===== src/hdl/core_settings.svh =====
`ifndef CORE_SETTINGS_SVH
`define CORE_SETTINGS_SVH

// instruction memory word address width.
`define CORE_IMEM_AW 8

// data memory word address width.
`define CORE_DMEM_AW 8

`define CORE_RESET_PC 32'h0000_0000

`endif


===== src/hdl/core_pkg.sv =====
package core_pkg;

	typedef logic [31:0] word_t;
	typedef logic [4:0]  reg_addr_t;
	typedef logic [5:0]  opcode_t;
	typedef logic [4:0]  alu_op_t;

	typedef enum logic [1:0] {
		WB_ALU = 2'd0,
		WB_MEM = 2'd1,
		WB_PC4 = 2'd2
	} wb_sel_e;

	localparam opcode_t OP_RTYPE = 6'h00;
	localparam opcode_t OP_JAL   = 6'h03;
	localparam opcode_t OP_BEQ   = 6'h04;
	localparam opcode_t OP_ADDI  = 6'h08;
	localparam opcode_t OP_LW    = 6'h23;
	localparam opcode_t OP_SW    = 6'h2b;
	localparam opcode_t OP_LWA   = 6'h30; // absolute address load.
	localparam opcode_t OP_SWA   = 6'h38;

	localparam logic [5:0] FN_ADD = 6'h20;
	localparam logic [5:0] FN_SUB = 6'h22;
	localparam logic [5:0] FN_AND = 6'h24;
	localparam logic [5:0] FN_OR  = 6'h25;
	localparam logic [5:0] FN_SLT = 6'h2a;

	// zero is left free so a bubble computes nothing.
	localparam alu_op_t ALU_ADD = 5'd1;
	localparam alu_op_t ALU_SUB = 5'd2;
	localparam alu_op_t ALU_AND = 5'd3;
	localparam alu_op_t ALU_OR  = 5'd4;
	localparam alu_op_t ALU_SLT = 5'd5;

endpackage


===== src/hdl/alu.sv =====
`timescale 1ns/100ps

module alu import core_pkg::*; (
	input  alu_op_t sub_op_base,
	input  word_t   src1,
	input  word_t   src2,
	output word_t   result
);

	always_comb begin
		case (sub_op_base)
			ALU_ADD: result = src1 + src2;
			ALU_SUB: result = src1 - src2;
			ALU_AND: result = src1 & src2;
			ALU_OR:  result = src1 | src2;
			ALU_SLT: result = {31'b0, $signed(src1) < $signed(src2)}; // signed compare.
			default: result = '0;
		endcase
	end

endmodule


===== config.mk =====
export PLATFORM = sky130hd
export DESIGN_NAME = alu
export DESIGN_NICKNAME = d
export VERILOG_FILES = /design/src/hdl/core_settings.svh /design/src/hdl/core_pkg.sv /design/src/hdl/alu.sv
export SDC_FILE = /design/constraint.sdc
export NUM_CORES = 1
export LEC_CHECK = 0
export BUFFER_PORTS_ARGS = -buffer_cell sky130_fd_sc_hd__clkbuf_2
export CAP_MARGIN = 10
export CORE_AREA = 2 2 97 118
export DETAILED_ROUTE_END_ITERATION = 6
export DIE_AREA = 0 0 99 120
export PLACE_DENSITY_LB_ADDON = 0.2
export SETUP_SLACK_MARGIN = 0.15
export SYNTH_ARGS = -nofsm -noshare
export SYNTH_HDL_FRONTEND = slang
export SYNTH_SLANG_ARGS = --single-unit

===== constraint.sdc =====
create_clock -name vclk -period 6.8
set_clock_uncertainty 0.05 [all_clocks]
set_input_delay 1.02 -clock vclk [all_inputs]
set_output_delay 1.02 -clock vclk [all_outputs]
set_load 0.03 [all_outputs]

# After elaboration in Yosys (flattened, before gate mapping)
# Cells that the tools add are included.
# word_totals
reg_bits	0
in_bits	69
out_inout_bits	32
# op_classes
addsub	2
order_cmp	1
eq_ne	5
muxes	1
n_bitwise	2
# op_table
operator	n
case mux 32 bit (5 select lines)	1
adder 32 bit	1
bitwise AND 32 bit	1
< comparator 32 bit	1
bitwise OR 32 bit	1
subtractor 32 bit	1
equality test 5 x 2 -> 1 bit, second input constant	2
equality test 5 x 3 -> 1 bit, second input constant	2
equality test 5 x 1 -> 1 bit, second input constant	1

# Depth between registers and ports, before layout
# depth
ltp_word	2
mapped_depth	12
depth_no_buf	12

# Least setup slack after synthesis
# Ideal clock, no wire load.
# synth_path
path_type	input port to output port
start	input src1[0]
end	output result[26]
arrival_ps	3717
path_slack_ps	2013
cell_stages	10
cell_sequence	ha_1 fa_1 a21oi_1 o21a_1 o21bai_2 a211o_2 a41o_4 a311oi_4 a211oi_1 o221ai_1
# synth_via
elab_chain_cells	2
word_cells_on_any_way	3
# synth_rtl
element	line_no	source
from (decl)	alu.sv:5	input word_t src1,
subtractor 32 bit / adder 32 bit (equally long branches)	alu.sv:13, alu.sv:12	
case mux 32 bit (5 select lines) (*)	alu.sv:11	case (sub_op_base)
to (decl)	alu.sv:7	output word_t result
# Every way passes the cells marked *; elsewhere a longest branch is shown, timed or not.

# Final worst setup path
# layout_path
start	input src1[1]
end	output result[17]
# The elaborated chain is that of the path after synthesis.

==> results.tsv <==
stage	metric	value	unit
cells_and_area	final_nets	950	
worst_setup_path	critical_path.max_fanout	4	
grt	global_route.usage.total	24.7	%
cells_and_area	clockBufferCount	0	
status	result_of_the_run	completed	
yosys	synth_sequential_area_ratio	0	%
timing	fmaxAchievable	187	MHz
placement	gp_congestion	0.974	
timing	grt_setup_unrepaired	no	
timing	fin_crit_sh	78.5	%
timing	setup_tns_after_final_layout	0	ps
job	maxCapViolations	0	
timing	finalMaxSlewViolations	0	
power	worst_ir_drop_vdd	0.0544	mV
clock_tree	post_cts_buffers	0	
clock_tree	ctsResizeCount	0	
yosys	most_used_standard_cells_in_the_synthesized_netlist	sky130_fd_sc_hd__ha_1 (102), sky130_fd_sc_hd__inv_1 (93), sky130_fd_sc_hd__nor2_1 (74)	
yosys	netlist_instances	707	
yosys	synthMostInstantiatedCell	sky130_fd_sc_hd__ha_1	
timing	setup-violations-final	0	
floorplanning	core_region	10800	sq um
drt	drt-wirelength-per-cell	17.1	microns
cells_and_area	n_antenna_cell	0	
placement	dp.final_hpwl	11900	microns
placement	portBuffers	101	
drt	viasPerCell	6.29	
yosys	synth_top_cell_area_share	26.8	%
clock_tree	ctsHoldBuffers	0	
cells_and_area	fraction_of_final_layout_cells_with_drive_strength_greater_than_1	16.3	%
drt	first_pass_iters	5	
worst_setup_path	critical_path_class	primary input to output pin	
yosys	ys_warn_count	0	
min_path	holdPathEnd	result[3]	
yosys	synth-simple-area-share	19.5	%
yosys	mappedNetlistNets	880	
worst_setup_path	critPathLaunchType	primary input	
cells_and_area	fill_count	1154	
timing	relSlewSlack	35.8	%
grt	vias_in_the_first_global_route	5231	
drt	initialDrtViolationCount	373	
yosys	synth_top_family_by_area	compound AO/OA/AOI/OAI gates	
worst_setup_path	critical_path.endpoint_type	output pin	
grt	first_pass_grt_wire_length	25100	microns
yosys	synth_cell_types	73	
min_path	holdCritStartpoint	sub_op_base[4]	
drt	antenna_left	0	
power	power.density_cell_area	83.6	nW/um^2
yosys	synth_mux_area_share	0.421	%
worst_setup_path	worstPathRequired	5730	ps
yosys	postSynthAreaPerCell	6.73	sq um
floorplanning	core.rowCount	42	
cells_and_area	seq_cells	0	
grt	grt_antenna_before_repair	0	
floorplanning	die_x	99	microns
floorplanning	ios	101	
grt	grt_max_degree	36	
worst_setup_path	cp.arrival	4270	ps
min_path	holdPathStages	5	
floorplanning	die_ar	11900	sq um
timing	fin_crit	5340	ps
yosys	yosys.area_share.adder	27.7	%
yosys	netlist_area	4760	sq um
drt	vias	5704	
cells_and_area	footprint_of_the_multi_input_gates	4260	sq um
floorplanning	floorplan.die.height	120	microns
power	total_leakage_power	2.70	nW
grt	leftover_overflow_at_the_end_of_global_routing	0	
floorplanning	start_util	44.2	%
drt	drt_drc_violations_left	0	
timing	worst_margin_pin_slew	961	ps
min_path	hold_path_class	primary input to output pin	
yosys	post_synthesis_compound_gate_area_fraction	40.9	%
cells_and_area	layout.area.seq	0	sq um
drt	routed_wl	15500	microns
cells_and_area	area_growth_syn_to_layout	11.9	%
yosys	area_contributors_post_synth	sky130_fd_sc_hd__ha_1 (27%), sky130_fd_sc_hd__inv_1 (7.3%), sky130_fd_sc_hd__a21oi_1 (6.6%)	
timing	final_hold_viol_count	0	
yosys	post_synth_xor_area_fraction	0.736	%
cells_and_area	utilization	49.4	%
yosys	synthDominantAreaCellType	sky130_fd_sc_hd__ha_1	
[layout make-up]
cell class,instances,area share (%)
Timing Repair Buffer,106,10.2
Tap cell,132,3.10
Inverter,96,6.77
Multi-Input combinational cell,573,80.0
[kinds of logic (layout without fill, tap and decap cells)]
logic type               Yosys count  count (layout)
AO/OA/AOI/OAI                    265             265
XOR/XNOR                           4               4
adder cells (fa/ha/maj)          104             104
buffers and inverters            134             202
multiplexers                       2               2
AND/OR/NAND/NOR                  198             198
[critical path, stage by stage]
cell	delay [ps]
sky130_fd_sc_hd__clkbuf_2	140
sky130_fd_sc_hd__inv_1	90
sky130_fd_sc_hd__ha_1	310
sky130_fd_sc_hd__a21oi_1	210
sky130_fd_sc_hd__nor3b_1	100
sky130_fd_sc_hd__o21ai_1	300
sky130_fd_sc_hd__o211ai_1	260
sky130_fd_sc_hd__and3_1	250
sky130_fd_sc_hd__or3b_1	410
sky130_fd_sc_hd__a221o_1	330
sky130_fd_sc_hd__a221o_1	350
sky130_fd_sc_hd__a221o_1	330
sky130_fd_sc_hd__clkbuf_2	190
[per-layer routing]
| metal | global-route usage [%] | vias to the layer above | wire length, microns |
|---|---|---|---|
| met3 | 1.46 | 34 | 1020 |
| met4 | 6.16 | 0 | 358 |
| met2 | 45.3 | 255 | 7660 |
| met5 | 0 | - | 0 |
| met1 | 31.2 | 2676 | 6460 |
| li1 | - | 2739 | - |
[how the worst max path moves through the flow]
stage	cells past startpoint	slack, ps	start	endpoint
finish	13	1460	src1[1]	result[17]
global route	13	1270	src1[16]	result[27]
CTS	13	1520	src1[3]	result[21]
detailed placement	13	1520	src1[3]	result[21]
global placement	13	1600	src1[4]	result[17]
floorplan	10	2010	src1[0]	result[26]
[report_power, final]
part           switching [W]  total [W]  internal (W)
Sequential                 0          0             0
Combinational       0.000286   0.000445      0.000159
Clock                      0          0             0
Total               0.000286   0.000445      0.000159
[placed cells by master (no fill, tap or decap), drive strengths merged, types with 9 or more instances in the layout]
cell type and count:
nand3 14, nor3 12, o21ai 35, nand2 47, a221o 23, nor2 74
o21bai 11, o211ai 9, a211oi 9, a31oi 11, a21oi 63, o221ai 20
clkbuf 102, ha 102, a221oi 9, inv 96
[per-stage QoR]
| stage | area, sq um | hold WS, ps | power, W | cells | setup slack [ps] |
|---|---|---|---|---|---|
| global placement | 5320 | 2550 | 0.000429 | 906 | 1600 |
| global route | 5320 | 2590 | 0.000488 | 907 | 1270 |
| finish | 5320 | 2520 | 0.000445 | 907 | 1460 |
| detailed placement | 5320 | 2550 | 0.000436 | 906 | 1520 |
| floorplan | 4760 | 2410 | 0.000315 | 707 | 2010 |
| CTS | 5320 | 2560 | 0.000439 | 906 | 1520 |
(Power assumes the default switching activity.)
