[src/hdl/core_settings.svh]
`ifndef CORE_SETTINGS_SVH
`define CORE_SETTINGS_SVH

// instruction memory word address width.
`define CORE_IMEM_AW 8

// data memory word address width.
`define CORE_DMEM_AW 8

`define CORE_RESET_PC 32'h0000_0000

`endif

[src/hdl/core_pkg.sv]
package core_pkg;

	typedef logic [31:0] word_t;
	typedef logic [4:0]  reg_addr_t;
	typedef logic [5:0]  opcode_t;
	typedef logic [4:0]  alu_op_t;

	typedef enum logic [1:0] {
		WB_ALU = 2'd0,
		WB_MEM = 2'd1,
		WB_PC4 = 2'd2
	} wb_sel_e;

	localparam opcode_t OP_RTYPE = 6'h00;
	localparam opcode_t OP_JAL   = 6'h03;
	localparam opcode_t OP_BEQ   = 6'h04;
	localparam opcode_t OP_ADDI  = 6'h08;
	localparam opcode_t OP_LW    = 6'h23;
	localparam opcode_t OP_SW    = 6'h2b;
	localparam opcode_t OP_LWA   = 6'h30; // absolute address load.
	localparam opcode_t OP_SWA   = 6'h38;

	localparam logic [5:0] FN_ADD = 6'h20;
	localparam logic [5:0] FN_SUB = 6'h22;
	localparam logic [5:0] FN_AND = 6'h24;
	localparam logic [5:0] FN_OR  = 6'h25;
	localparam logic [5:0] FN_SLT = 6'h2a;

	// zero is left free so a bubble computes nothing.
	localparam alu_op_t ALU_ADD = 5'd1;
	localparam alu_op_t ALU_SUB = 5'd2;
	localparam alu_op_t ALU_AND = 5'd3;
	localparam alu_op_t ALU_OR  = 5'd4;
	localparam alu_op_t ALU_SLT = 5'd5;

endpackage

[src/hdl/reg_file.sv]
`timescale 1ns/100ps

module reg_file import core_pkg::*; (
	input  logic      clock,
	input  logic      reset,
	input  reg_addr_t ra_addr,
	input  reg_addr_t rt_addr,
	output word_t     ra_data,
	output word_t     rt_data,
	input  logic      do_reg_write,
	input  reg_addr_t write_reg_addr,
	input  word_t     write_reg_data
);
	word_t regs [32];
	logic  write_live;

	assign write_live = do_reg_write && (write_reg_addr != '0); // r0 stays zero.

	always_ff @(posedge clock) begin
		if (reset) begin
			for (int i = 0; i < 32; i++) begin
				regs[i] <= '0;
			end
		end else if (write_live) begin
			regs[write_reg_addr] <= write_reg_data;
		end
	end

	// same-cycle write is seen by decode.
	always_comb begin
		ra_data = (write_live && ra_addr == write_reg_addr) ? write_reg_data : regs[ra_addr];
		rt_data = (write_live && rt_addr == write_reg_addr) ? write_reg_data : regs[rt_addr];
	end

endmodule

[config.mk]
export PLATFORM = sky130hd
export DESIGN_NAME = reg_file
export DESIGN_NICKNAME = d
export VERILOG_FILES = /design/src/hdl/core_settings.svh /design/src/hdl/core_pkg.sv /design/src/hdl/reg_file.sv
export SDC_FILE = /design/constraint.sdc
export NUM_CORES = 2
export LEC_CHECK = 0
export BUFFER_PORTS_ARGS = -buffer_cell sky130_fd_sc_hd__buf_4
export CAP_MARGIN = 10
export CORE_MARGIN = 2
export CORE_UTILIZATION = 57
export DETAILED_ROUTE_END_ITERATION = 10
export PLACE_DENSITY_LB_ADDON = 0.12
export SLEW_MARGIN = 30
export SYNTH_ARGS = -nofsm -noshare
export SYNTH_HDL_FRONTEND = slang
export SYNTH_SLANG_ARGS = --single-unit
export TNS_END_PERCENT = 100
[constraint.sdc]
create_clock -name clock -period 2.7 [get_ports clock]
set_clock_uncertainty 0.15 [all_clocks]
set_input_delay 0.135 -clock clock [delete_from_list [all_inputs] [get_ports clock]]
set_output_delay 0.135 -clock clock [all_outputs]
set_load 0.05 [all_outputs]
* After elaboration in Yosys (flattened, before gate mapping)
Memory sizes are Yosys's and may differ from the RTL's. Cells that the tools add are included.
Cells by class: equal/unequal tests 2, muxes and demuxes 10, reductions and logical operators 5
Operators by type and width (number):
- 2-to-1 mux 32 bit | 3
- OR reduction 32 bit | 1
- equality test 5 bit | 2
- 2-to-1 mux 1 bit | 6
- 2-to-1 mux 5 bit | 1
- nonzero test 5 bit | 1
- logical AND 1 bit | 3
Word-level totals: register bits after elaboration 0, RAM bits 1024, word-level logic and storage cells 18, memories 1
Memories:
- regs | words 32, bits a word 32, rd ports 2, clocked after memory_dff 0, wr ports 32, RTL line reg_file.sv:14 | word_t regs [32];

* Depth between registers and ports, before layout
depth in word-level cells 7, depth in mapped cells 8, mapped depth without buffers 5

* Worst setup path before layout
No wires, ideal clock.
path type input port to output port, from input write_reg_addr[2], to output ra_data[30], data arrival time 2498 ps, path slack -83 ps, stages 7, buffers on the path 2, path through buf_2 or3_1 o31ai_2 nor4_1 buf_2 nor2b_1 nor3b_1
Between the ends: cells in the longest elaborated chain, start to end 4, elaborated cells on any way between the ends 5
RTL lines:
- from (decl) | RTL line reg_file.sv:11 | input reg_addr_t write_reg_addr,
- nonzero test 5 bit | RTL line reg_file.sv:17 | assign write_live = do_reg_write && (write_reg_addr != '0);
- logical AND 1 bit | RTL line reg_file.sv:17
- logical AND 1 bit (*) | RTL line reg_file.sv:31 | ra_data = (write_live && ra_addr == write_reg_addr) ? write_reg_data : regs[ra_addr];
- 2-to-1 mux 32 bit (*) | RTL line reg_file.sv:31
- to (decl) | RTL line reg_file.sv:8 | output word_t ra_data,
Every way passes the cells marked *; elsewhere a longest branch is shown, timed or not.

==> summary.txt <==
Startpoint types: flip-flop
Filler Cell Count: 6592
Regs by FF count: regs: 1024 flops
Top Usage Layer GRT: met2
Ys Warns: 0
Largest register FFs: 1024
Register Area: 0.03075 mm²
Met3 GRT Util: 0.1121
WHS Path Cells: 3
Final nets: 3677
Seq cells post-synth: 1024
Min Tclk post-route: 2729 ps
Layout cells sized above 1: 0.2838
Largest net degree at the start of global routing: 48
Synth top cells by count: edfxtp_1, and2_1, mux4_2
GRT Util Overall: 0.3817
CTS tree: built
Top-count cell post-synth: edfxtp_1
WP data arrival: 2440 ps
Vias in the first global route: 35970
Mapped Area: 0.05446 mm²
CTS root buf: clkbuf_16
Final ANT Viol Nets: 0
Maxcap violations: 0
Residual DRC: 0
Drt pass-1 iters: 6
Final Hold Viols: 0
PwrDens: 625.2 mW/mm²
Global-route wire length before repair: 261.9 mm
GR Overflow Total: 0
Initial core utilization: 0.5741
Max FO, Critical Path: 2
Worst-path clk slew: 60 ps
Met2 GRT Util: 0.5919
Post-synth EDFFs: 1024
Slew @ Worst Pin: 843.6 ps
Area taken by multi-input logic gates: 0.02213 mm²
Num CTS Buffers: 110
Peak Freq: 366.5 MHz
Drt wl/cell: 37.13 µm
Synth area leaders: edfxtp_1, mux4_2, and2_1
Cell taking the most area after synthesis: edfxtp_1
Area fraction of the dominant cell type after synthesis: 0.5646
Setup Viol. Count Final: 3
Rows: 113
Gpl congestion: 0.8800
RSZ-0062 raised after global routing: true
Mapped Cells: 3494
Initial DRC Count: 5462
Rel. slew slack: 0.4376
DPL Wire Length: 106.9 mm
Die Y: 313.1 µm
Initial antenna violation count: 16
Sequential share of the synthesized area: 0.5646
Status: finished, violations left
Crit. Startpoint: regs[0][30]
Die Wd: 313.1 µm
Final period utilization: 1.011
Sink Count: 1024
Setup crit end kind: output port
Fin util: 0.6534
Total number of vias: 35680
Die area: 0.09803 mm²
Crit path kind: reg2out
Worst EP required: 2410 ps
Leakage: 0.02149 µW
Share of flip-flops with an asynchronous set or reset: 0
Slew Viols, Final: 0
Synth cell types: 43
Met1 Use GR: 0.5101
Core Footprint: 0.09487 mm²
I/O pins: 114
Area Growth Syn to Fin: 13.81%
Final WL: 185.1 mm
I/O Buffers: 113
Failing checks: setup timing
Final WS setup: -28.58 ps
Dpl ws: 177.4 ps
Vias/cell: 7.155
Max IR drop VDD: 0.4938 mV
H-tree Lvls: 3
Max Buffers Root-to-Sink: 3
Crit path capture: rt_data[30]
Post-Syn Area per Cell: 15.59 µm²
Post-synth top flop: edfxtp_1
Hold crit path type: in2reg
Most flops, register: regs
-- repair_timing --
| action | CTS | global route |
|---|---|---|
| hold endpoints to repair | 994 | 0 |
| setup buffers | 1 | 0 |
| hold buffers | 33 | 0 |
| endpoints found under the setup margin | 20 | 31 |
| pin swaps | 6 | 5 |
| gates resized for setup | 41 | 52 |
-- per-layer routing --
| metal | share of wire | wire length [µm] |
|---|---|---|
| met1 | 0.35 | 64890 |
| met2 | 0.47 | 86180 |
| met3 | 0.14 | 25530 |
| met4 | 0.046 | 8462 |
| met5 | 0.00024 | 45 |
-- cells by family (layout without fill, tap and decap cells) --
| family | count (synthesis) | in the layout | synth area share |
|---|---|---|---|
| AO/OA/AOI/OAI | 317 | 317 | 0.03533 |
| XOR/XNOR | 10 | 10 | 0.001608 |
| buffers and inverters | 387 | 576 | 0.04108 |
| flip-flops | 1024 | 1024 | 0.5646 |
| multiplexers | 519 | 519 | 0.2178 |
| other | 1 | 39 | 0.00006886 |
| AND/OR/NAND/NOR | 1236 | 1236 | 0.1395 |
-- final cells by class --
cell class | count | area share
Sequential cell | 1024 | 0.4961
Clock inverter | 72 | 0.008781
Timing Repair Buffer | 377 | 0.06653
Tap cell | 1265 | 0.02554
Antenna cell | 7 | 0.0002826
Multi-Input combinational cell | 2114 | 0.3570
Clock buffer | 127 | 0.04578
-- power breakdown --
| group | leakage [µW] | internal, µW | total (µW) | switching [µW] |
|---|---|---|---|---|
| Clock | 0.00167 | 8220 | 14500 | 6300 |
| Sequential | 0.00975 | 18400 | 18800 | 446 |
| Combinational | 0.0101 | 2290 | 5420 | 3130 |
-- critical path, cell delays in order (launching register included) --
cell      delay, ps
edfxtp_1        420
mux4_2          480
mux2i_1         140
nor2_1           70
nor4_2          330
nor3_2          130
buf_6           170
-- cell usage in the layout (no fill, tap or decap), drive strengths merged, types with 12 or more instances in the layout --
cell / instances
conb: 32
or2: 31
clkbuf: 127
o22ai: 248
nor2: 38
clkinv: 59
nand3b: 12
edfxtp: 1024
nand2: 69
o21ai: 62
and2: 992
mux4: 508
or4: 63
buf: 344
dlygate4sd3: 33
-- worst min-delay path by stage --
stage	from	endpoint	slack, ps
3_5_place_dp	write_reg_data[24]	regs[28][24]	500
6_report	write_reg_data[24]	regs[24][24]	330
4_1_cts	write_reg_data[18]	regs[1][18]	310
2_1_floorplan	write_reg_data[31]	regs[1][31]	180
5_1_grt	write_reg_data[24]	regs[23][24]	360
3_3_place_gp	write_reg_data[24]	regs[31][24]	480
-- stage by stage --
stage          instances  TNS [ps]  hold WS (ps)  instance area (µm²)  power [µW]
6_report            4986    -63.56         329.7                61980       38750
3_5_place_dp        4746         0         499.2                57850       24250
5_1_grt             4979    -103.9         360.4                61970       39600
3_3_place_gp        4746         0         483.5                57850       24090
2_1_floorplan       3525         0         183.2                54590       22280
4_1_cts             4979    -111.3         307.2                61740       38610
No activity file was read; power rests on OpenSTA's default activity.
