**config.mk**
```make
export PLATFORM = sky130hd
export DESIGN_NAME = interlock_unit
export DESIGN_NICKNAME = d
export VERILOG_FILES = /design/src/hdl/core_settings.svh /design/src/hdl/core_pkg.sv /design/src/hdl/interlock_unit.sv
export SDC_FILE = /design/constraint.sdc
export NUM_CORES = 1
export LEC_CHECK = 0
export BUFFER_PORTS_ARGS = -buffer_cell sky130_fd_sc_hd__buf_2
export CORE_AREA = 4 4 41 43
export DETAILED_ROUTE_END_ITERATION = 8
export DIE_AREA = 0 0 45 47
export SYNTH_ARGS = -nofsm -noshare
export SYNTH_HDL_FRONTEND = slang
export SYNTH_SLANG_ARGS = --single-unit
```
**constraint.sdc**
```tcl
create_clock -name vclk -period 1.1
set_clock_uncertainty 0.2 [all_clocks]
set_input_delay 0 -clock vclk [all_inputs]
set_output_delay 0 -clock vclk [all_outputs]
set_load 0.05 [all_outputs]
```
**src/hdl/core_settings.svh**
```systemverilog
`ifndef CORE_SETTINGS_SVH
`define CORE_SETTINGS_SVH

// instruction memory word address width.
`define CORE_IMEM_AW 8

// data memory word address width.
`define CORE_DMEM_AW 8

`define CORE_RESET_PC 32'h0000_0000

`endif

```
**src/hdl/core_pkg.sv**
```systemverilog
package core_pkg;

	typedef logic [31:0] word_t;
	typedef logic [4:0]  reg_addr_t;
	typedef logic [5:0]  opcode_t;
	typedef logic [4:0]  alu_op_t;

	typedef enum logic [1:0] {
		WB_ALU = 2'd0,
		WB_MEM = 2'd1,
		WB_PC4 = 2'd2
	} wb_sel_e;

	localparam opcode_t OP_RTYPE = 6'h00;
	localparam opcode_t OP_JAL   = 6'h03;
	localparam opcode_t OP_BEQ   = 6'h04;
	localparam opcode_t OP_ADDI  = 6'h08;
	localparam opcode_t OP_LW    = 6'h23;
	localparam opcode_t OP_SW    = 6'h2b;
	localparam opcode_t OP_LWA   = 6'h30; // absolute address load.
	localparam opcode_t OP_SWA   = 6'h38;

	localparam logic [5:0] FN_ADD = 6'h20;
	localparam logic [5:0] FN_SUB = 6'h22;
	localparam logic [5:0] FN_AND = 6'h24;
	localparam logic [5:0] FN_OR  = 6'h25;
	localparam logic [5:0] FN_SLT = 6'h2a;

	// zero is left free so a bubble computes nothing.
	localparam alu_op_t ALU_ADD = 5'd1;
	localparam alu_op_t ALU_SUB = 5'd2;
	localparam alu_op_t ALU_AND = 5'd3;
	localparam alu_op_t ALU_OR  = 5'd4;
	localparam alu_op_t ALU_SLT = 5'd5;

endpackage

```
**src/hdl/interlock_unit.sv**
```systemverilog
`timescale 1ns/100ps

module interlock_unit import core_pkg::*; (
	input  reg_addr_t ra_addr,
	input  reg_addr_t rt_addr,
	input  logic      uses_rt,
	input  reg_addr_t ex_write_reg_addr,
	input  reg_addr_t mem_write_reg_addr,
	input  logic      ex_do_reg_write,
	input  logic      mem_do_reg_write,
	input  logic      redirect,
	output logic      do_hazard,
	output logic      do_flush_REG1
);
	logic ra_busy;
	logic rt_busy;

	// write-back stage is covered by the register file bypass.
	always_comb begin
		ra_busy = (ra_addr != '0) &&
			((ex_do_reg_write && ra_addr == ex_write_reg_addr) ||
			 (mem_do_reg_write && ra_addr == mem_write_reg_addr));
		rt_busy = uses_rt && (rt_addr != '0) &&
			((ex_do_reg_write && rt_addr == ex_write_reg_addr) ||
			 (mem_do_reg_write && rt_addr == mem_write_reg_addr));
	end

	assign do_hazard     = ra_busy || rt_busy;
	assign do_flush_REG1 = redirect && !do_hazard; // stalled branch waits for operands.

endmodule

```
After elaboration in Yosys (flattened, before gate mapping)
Index checks and enable logic that the tools add are counted.
Cells by class
  equality and inequality tests: 4
  reductions and logical operators: 14
Operator list (count)
  $eq A5 B5 Y1: 4
  $reduce_bool A5 Y1: 2
  $logic_and A1 B1 Y1: 8
  $logic_or A1 B1 Y1: 3
  $logic_not A1 Y1: 1
Word-level totals
  register bits after elaboration: 0
  bits of input ports: 24
  output and inout port bits: 2
  word-level logic and storage cells: 18

Longest topological paths before layout
Gate-level depths: netlist (run 1).
  depth in word-level cells: 7
  mapped depth: 4
  depth with buffers taken out: 4

Worst setup path after synthesis (run 1)
No wires, ideal clock.
  kind: input to output
  start: input port mem_write_reg_addr[4]
  end: output port do_hazard
  arrival time: 1323 ps
  data required time: 900 ps
  setup slack: -423 ps
  stages on the path: 4
  path buffers: 0
  cell sequence: xor2_1 > nor4_1 > a32oi_1 > o22ai_1
On the way
  longest elaborated chain between the ends: 5
Ends and longest elaborated chain
  start, declared: RTL line interlock_unit.sv:8  | input reg_addr_t mem_write_reg_addr,
  $eq A5 B5 Y1 (on tied branches): RTL line interlock_unit.sv:22, interlock_unit.sv:25
  $logic_and A1 B1 Y1 (on tied branches): RTL line interlock_unit.sv:22, interlock_unit.sv:25
  $logic_or A1 B1 Y1 (on tied branches): RTL line interlock_unit.sv:21, interlock_unit.sv:24
  $logic_and A1 B1 Y1 (on tied branches): RTL line interlock_unit.sv:20, interlock_unit.sv:23
  $logic_or A1 B1 Y1 (*): RTL line interlock_unit.sv:28  | assign do_hazard = ra_busy || rt_busy;
  end, declared: RTL line interlock_unit.sv:12  | output logic do_hazard,
Every way passes the cells marked *; elsewhere a longest branch is shown, timed or not.

Worst setup path in the final report (run 1)
  start: input port mem_write_reg_addr[0]
  end: output port do_flush_REG1
On the way
  longest elaborated chain between the ends: 7
Ends and longest elaborated chain
  $eq A5 B5 Y1 (on tied branches): RTL line interlock_unit.sv:22, interlock_unit.sv:25
  $logic_and A1 B1 Y1 (on tied branches): RTL line interlock_unit.sv:22, interlock_unit.sv:25
  $logic_or A1 B1 Y1 (on tied branches): RTL line interlock_unit.sv:21, interlock_unit.sv:24
  $logic_and A1 B1 Y1 (on tied branches): RTL line interlock_unit.sv:20, interlock_unit.sv:23
  $logic_or A1 B1 Y1 (*): RTL line interlock_unit.sv:28
  $logic_not A1 Y1 (*): RTL line interlock_unit.sv:29  | assign do_flush_REG1 = redirect && !do_hazard;
  $logic_and A1 B1 Y1 (*): RTL line interlock_unit.sv:29
  end, declared: RTL line interlock_unit.sv:13  | output logic do_flush_REG1
Marks and branches as above.

==> results.json, run 1 <==
{
  "rsz0062_at_grt": "yes",
  "place_hpwl_um": 871,
  "first_global_vias": 375,
  "syn_avg_cell_area_um2": 8.10,
  "num_vias": 357,
  "routed_wire_length_per_instance_um": 12.3,
  "rows": 13,
  "hold_ws_ns": 0.148,
  "vdd_drop_max_mv": 0.157,
  "setup_ws_ns": -0.316,
  "core_area_mm2": 0.00130,
  "die_y_um": 47,
  "ys_seq_area_share_pct": 0,
  "placed_cells": 79,
  "total_leakage_power_nw": 0.257,
  "seqPwrFrac_pct": 0,
  "nFlopsAndLatches": 0,
  "critPathMaxFanout": 2,
  "pwr-share-comb_pct": 100.0,
  "wirelength_um": 974,
  "io_buffers": 26,
  "outcome": "finished, violations left",
  "max_slew_margin_pct": 80.8,
  "syn2layout_area_growth_pct": 121,
  "path_class": "input pin to primary output",
  "placedInstanceArea_um2": 490,
  "worstPathArrival_ns": 1.22,
  "start_util_pct": 21.2,
  "final-max-slew-violation-count": 0,
  "place_congestion": 0.760,
  "fmax_mhz": 706,
  "track_usage_pct": 9.05,
  "clkPwrFrac_pct": 0,
  "seq_area_um2": 0,
  "crit_required_ns": 0.90,
  "hold_violations": 0,
  "failed_checks": "negative setup slack",
  "dieArea_mm2": 0.00212,
  "syn_area_um2": 275,
  "nNetsFinal": 90,
  "die_x_um": 45,
  "worst_pin_slew_ns": 0.287,
  "p_switching_uw": 117,
  "min_period_over_period_pct": 129,
  "netlist_instances": 34,
  "start_kind": "input pin",
  "final_area_um2": 608,
  "finalSetupViolCount": 2,
  "antenna_found_initial": 0,
  "grt_max_degree": 4,
  "swShare_pct": 49.0,
  "synth_cell_type_count": 10,
  "final_common_cell": "buf_2",
  "routed_via_density": 4.52,
  "hold_class": "input pin to primary output",
  "drive_gt1_share_pct": 67.2,
  "ios": 26,
  "finalNonFillerCells": 79,
  "drc_errors": 0,
  "end_kind": "primary output",
  "n_clock_buffer": 0,
  "post-route-util_pct": 46.7,
  "intPower_uw": 122,
  "drv_cap": 0,
  "p_per_area_mw_per_mm2": 394,
  "syn_nets": 58,
  "final_antenna_net_count": 0,
  "layout_common_cells": "buf_2, xor2_1, buf_6",
  "diodes": 0,
  "drt_iter0_markers": 2,
  "yosysWarnings": 0,
  "firstDrtPassIters": 2,
  "grt_pass1_wl_um": 1490,
  "cts_hold_buf": 0,
  "grt.overflow.total": 0,
  "post-route-min-period_ns": 1.42
}
## worst paths after layout
kind / start / end / slack, ns / depth (start not counted)
max: mem_write_reg_addr[0] / do_flush_REG1 / -0.32 / 6
min: redirect / do_flush_REG1 / 0.15 / 3
## cell type report
class              instances  area, um^2
fillers                  134         693
multi-input cells         34         368
well taps                 15        18.8
repair buffers            30         221
## timing repair
| action | CTS | global route |
|---|---|---|
| resized for setup | 24 | 3 |
| setup endpoints to repair | 2 | 2 |
| buffers inserted | 0 | 0 |
| pin swaps | 7 | 3 |
## through the flow
| step | power, mW | worst slack, ns | setup TNS (ns) |
|---|---|---|---|
| finish | 0.240 | -0.316 | -0.562 |
| global route | 0.257 | -0.364 | -0.662 |
| CTS | 0.232 | -0.312 | -0.564 |
| detailed placement | 0.191 | -0.400 | -0.781 |
| global placement | 0.190 | -0.420 | -0.804 |
| floorplan | 0.0960 | -0.147 | -0.209 |
## logic make-up (layout without fill, tap and decap cells)
| group | count (synthesis) | count (layout) | share of synthesized area, % |
|---|---|---|---|
| buffers and inverters | 0 | 30 | 0 |
| xor gates and xnor gates | 20 | 20 | 63.6 |
| and+or+nand+nor | 9 | 9 | 20.4 |
| AOI/OAI and AO/OA | 5 | 5 | 15.9 |
## power groups by stage
stage	Combinational, mW	Clock, mW	Sequential [mW]
CTS	0.232	0	0
finish	0.240	0	0
global placement	0.190	0	0
global route	0.257	0	0
detailed placement	0.191	0	0
floorplan	0.0960	0	0
## cells in the mapped netlist (all sizes together)
| cell | count | area (um^2) |
|---|---|---|
| xor2 | 16 | 140 |
| xnor2 | 4 | 35.0 |
| nor2 | 1 | 3.75 |
| a32oi | 2 | 17.5 |
| o21ai | 1 | 8.76 |
| o22ai | 1 | 6.26 |
| or4 | 2 | 15.0 |
| nor4 | 4 | 25.0 |
| and2 | 2 | 12.5 |
| o221a | 1 | 11.3 |
## worst max-delay path: stages
cell	delay, ns
buf_8	0.10
xor2_2	0.17
nor4_2	0.31
a32oi_2	0.20
o221a_4	0.29
buf_6	0.15
## routing by layer
metal | wire length, um | track usage [%]
met5 | 0 | 0
met4 | 0 | 0
met3 | 85 | 0.766
met2 | 472 | 16.7
met1 | 415 | 12.1
Note: power is estimated with default switching activity, not from simulation.
==> inputs of run 2 (changes only) <==
Settings changed: SETUP_SLACK_MARGIN from default to 0.15.
Clock period 1.1 ns to 1.7 ns, I/O delays scaled along.
==> results.json, run 2 (synthesis gave the netlist of run 1 again) <==
{
  "outcome": "completed",
  "die_y_um": 47,
  "track_usage_pct": 7.95,
  "routed_wire_length_per_instance_um": 11.3,
  "final_common_cell": "buf_2",
  "p_per_area_mw_per_mm2": 253,
  "place_congestion": 0.771,
  "first_global_vias": 330,
  "rows": 13,
  "layout_common_cells": "buf_2, xor2_1, nor4_1, xnor2_1",
  "diodes": 0,
  "path_class": "input pin to primary output",
  "start_kind": "input pin",
  "multi_input_area_um2": 275,
  "crit_path_frequent_cell": "buf_2",
  "power_uw": 107,
  "drt_iter0_markers": 1,
  "dieArea_mm2": 0.00212,
  "vdd_drop_max_mv": 0.0846,
  "antenna_found_initial": 0,
  "max_slew_margin_pct": 80.6,
  "fin_setup_tns_ns": 0,
  "end_kind": "primary output",
  "hold_violations": 0,
  "core_area_mm2": 0.00130,
  "rsz0062_at_grt": "no",
  "grt.overflow.total": 0,
  "drive_gt1_share_pct": 46.7,
  "routed_via_density": 4.37,
  "drv_cap": 0,
  "ios": 26,
  "firstDrtPassIters": 3,
  "crit_start": "rt_addr[1]",
  "path_buf_inv": 2,
  "grt_max_degree": 4,
  "post-route-min-period_ns": 1.45,
  "min-delay-start": "redirect",
  "io_buffers": 26,
  "fillCellCount": 151,
  "fmax_mhz": 691,
  "start_util_pct": 21.2,
  "post-cts-setup-buffers": 0,
  "total_leakage_power_nw": 0.200,
  "die_x_um": 45,
  "worstPathArrival_ns": 1.25,
  "seq_area_um2": 0,
  "crit_path_top_delay_cell": "or4_1",
  "nNetsFinal": 86,
  "critPathMaxFanout": 3,
  "nFlopsAndLatches": 0,
  "hold_class": "input pin to primary output",
  "final-max-slew-violation-count": 0,
  "critical_path.cell_chain": "buf_2, or4_1, o21ai_2, o221a_2, buf_2",
  "num_vias": 328,
  "n_clock_buffer": 0,
  "cpPeakStageDelay_ns": 0.53,
  "min_period_over_period_pct": 85.2,
  "cts-resized-gates": 0,
  "final_antenna_net_count": 0,
  "cts_hold_buf": 0,
  "drc_errors": 0,
  "crit_required_ns": 1.50,
  "worst_pin_slew_ns": 0.288,
  "syn2layout_area_growth_pct": 54.1,
  "finalSetupViolCount": 0,
  "grt_pass1_wl_um": 1300,
  "crit_family": "simple AND/OR/NAND/NOR gates",
  "wirelength_um": 845
}
-- run 2: layer usage --
layer  vias to the layer above  GRT usage, %  part of all wire (%)
met5                         -             0                     0
met2                        16          14.4                    44
li1                        179             -                     -
met1                       133          10.6                    44
met4                         0             0                     0
met3                         0          1.15                    12
-- run 2: area by class of cell --
class | instances | share of cell area [%]
Timing Repair Buffer | 26 | 30.7
Tap cell | 15 | 4.42
Multi-Input combinational cell | 34 | 64.9
-- run 2: tightest hold or removal path, cell delays in order --
cell and delay [ns]:
buf_2 0.10, o221a_2 0.11, buf_2 0.20
-- run 2: stage by stage --
stage / worst slack, ns / hold slack (ns) / instance area (um^2) / util (%) / cells
2_1_floorplan: 0.177 / 0.00522 / 275 / - / 34
3_3_place_gp: 0.246 / 0.204 / 424 / 32.6 / 75
3_5_place_dp: 0.238 / 0.206 / 424 / 32.6 / 75
4_1_cts: 0.238 / 0.207 / 424 / 32.6 / 75
5_1_grt: 0.184 / 0.221 / 424 / 32.6 / 75
6_report: 0.252 / 0.204 / 424 / 32.6 / 75
-- run 2: final timing paths --
path                         to  slack [ns]  depth (start not counted)
setup / recovery  do_flush_REG1        0.25                          5
hold / removal    do_flush_REG1        0.20                          3
-- run 2: power breakdown --
group / internal, mW / leakage [nW] / switching [mW]
registers: 0 / 0 / 0
clock network: 0 / 0 / 0
logic: 0.0511 / 0.200 / 0.0563
==> inputs of run 3 (changes only) <==
Settings changed: CELL_PAD_IN_SITES_DETAIL_PLACEMENT from default to 0, CELL_PAD_IN_SITES_GLOBAL_PLACEMENT from default to 1, PLACE_DENSITY_LB_ADDON from default to 0.1.
==> results.json, run 3 (synthesis gave the netlist of run 1 again) <==
{
  "routed_wire_length_per_instance_um": 11.7,
  "drt_iter0_markers": 3,
  "grt.overflow.total": 0,
  "grt_max_degree": 4,
  "outcome": "completed",
  "place_congestion": 0.710,
  "p_switching_uw": 58.0,
  "seq_area_um2": 0,
  "finalSetupViolCount": 0,
  "crit_required_ns": 1.50,
  "hold_violations": 0,
  "rsz0062_at_grt": "no",
  "final_antenna_net_count": 0,
  "final_common_cell": "buf_2",
  "finalNonFillerCells": 75,
  "seqPwrFrac_pct": 0,
  "post-route-util_pct": 33.1,
  "placedInstanceArea_um2": 424,
  "first_global_vias": 326,
  "start_kind": "input pin",
  "cts_hold_buf": 0,
  "rows": 13,
  "die_x_um": 45,
  "critical_path.cell_chain": "buf_2, or4_1, nor2_1, o221a_2, buf_2",
  "placed_cells": 75,
  "end_kind": "primary output",
  "crit_start": "ra_addr[1]",
  "crit_path_top_delay_cell": "or4_1",
  "fin_setup_tns_ns": 0,
  "post-route-min-period_ns": 1.47,
  "vdd_drop_max_mv": 0.0624,
  "syn2layout_area_growth_pct": 56.4,
  "critPathMaxFanout": 3,
  "start_util_pct": 21.2,
  "grt_pass1_wl_um": 1410,
  "diodes": 0,
  "min_period_over_period_pct": 86.6,
  "die_y_um": 47,
  "antenna_found_initial": 0,
  "pwr-share-comb_pct": 100.0,
  "route.met2.wl_um": 415,
  "wl_met1_um": 388,
  "wl_met3_um": 74,
  "hold_class": "input pin to primary output",
  "drv_cap": 0,
  "worstPathArrival_ns": 1.27,
  "power_uw": 110,
  "worst_pin_slew_ns": 0.340,
  "layout_common_cells": "buf_2, xor2_1, xnor2_1",
  "cts-resized-gates": 0,
  "intPower_uw": 51.7,
  "wirelength_um": 878,
  "routed_via_density": 4.43,
  "io_buffers": 26,
  "final-max-slew-violation-count": 0,
  "core_area_mm2": 0.00130,
  "crit_path_frequent_cell": "buf_2",
  "dp_slack_ns": 0.224,
  "fillCellCount": 154,
  "firstDrtPassIters": 2,
  "drc_errors": 0,
  "drive_gt1_share_pct": 48.3,
  "num_vias": 332,
  "total_leakage_power_nw": 0.200,
  "ios": 26,
  "clkPwrFrac_pct": 0,
  "min-delay-start": "redirect",
  "final_area_um2": 430,
  "nFlopsAndLatches": 0,
  "max_slew_margin_pct": 77.1,
  "nNetsFinal": 86,
  "top_layer_used": "met3",
  "p_per_area_mw_per_mm2": 255,
  "setup_ws_ns": 0.228,
  "post-cts-setup-buffers": 0,
  "path_class": "input pin to primary output",
  "hold_ws_ns": 0.198,
  "track_usage_pct": 8.65,
  "fmax_mhz": 679,
  "cpPeakStageDelay_ns": 0.53,
  "n_clock_buffer": 0,
  "dieArea_mm2": 0.00212,
  "swShare_pct": 52.8
}
[run 3: routing by layer]
layer / global-route usage [%] / vias up
met2: 15.8 / 14
li1: - / 178
met5: 0 / -
met1: 11.2 / 140
met4: 0 / 0
met3: 1.53 / 0
[run 3: worst paths after layout]
kind	endpoint	cells past startpoint
min	do_flush_REG1	3
max	do_flush_REG1	5
[run 3: power by group through the flow]
stage	sequential (mW)	clock (mW)	combinational [mW]
floorplan	0	0	0.0551
global placement	0	0	0.111
detailed placement	0	0	0.108
CTS	0	0	0.109
global route	0	0	0.121
finish	0	0	0.110
[run 3: cell type report]
type               instances  area, um^2  share of cell area [%]
multi-input cells         34         282                    65.4
well taps                 15        18.8                    4.36
repair buffers            26         130                    30.2
[run 3: worst max-delay path, delay by kind of cell]
kind            cells  cell delay (ns)
buf+inv             2             0.37
compound gates      1             0.20
simple gates        2             0.70
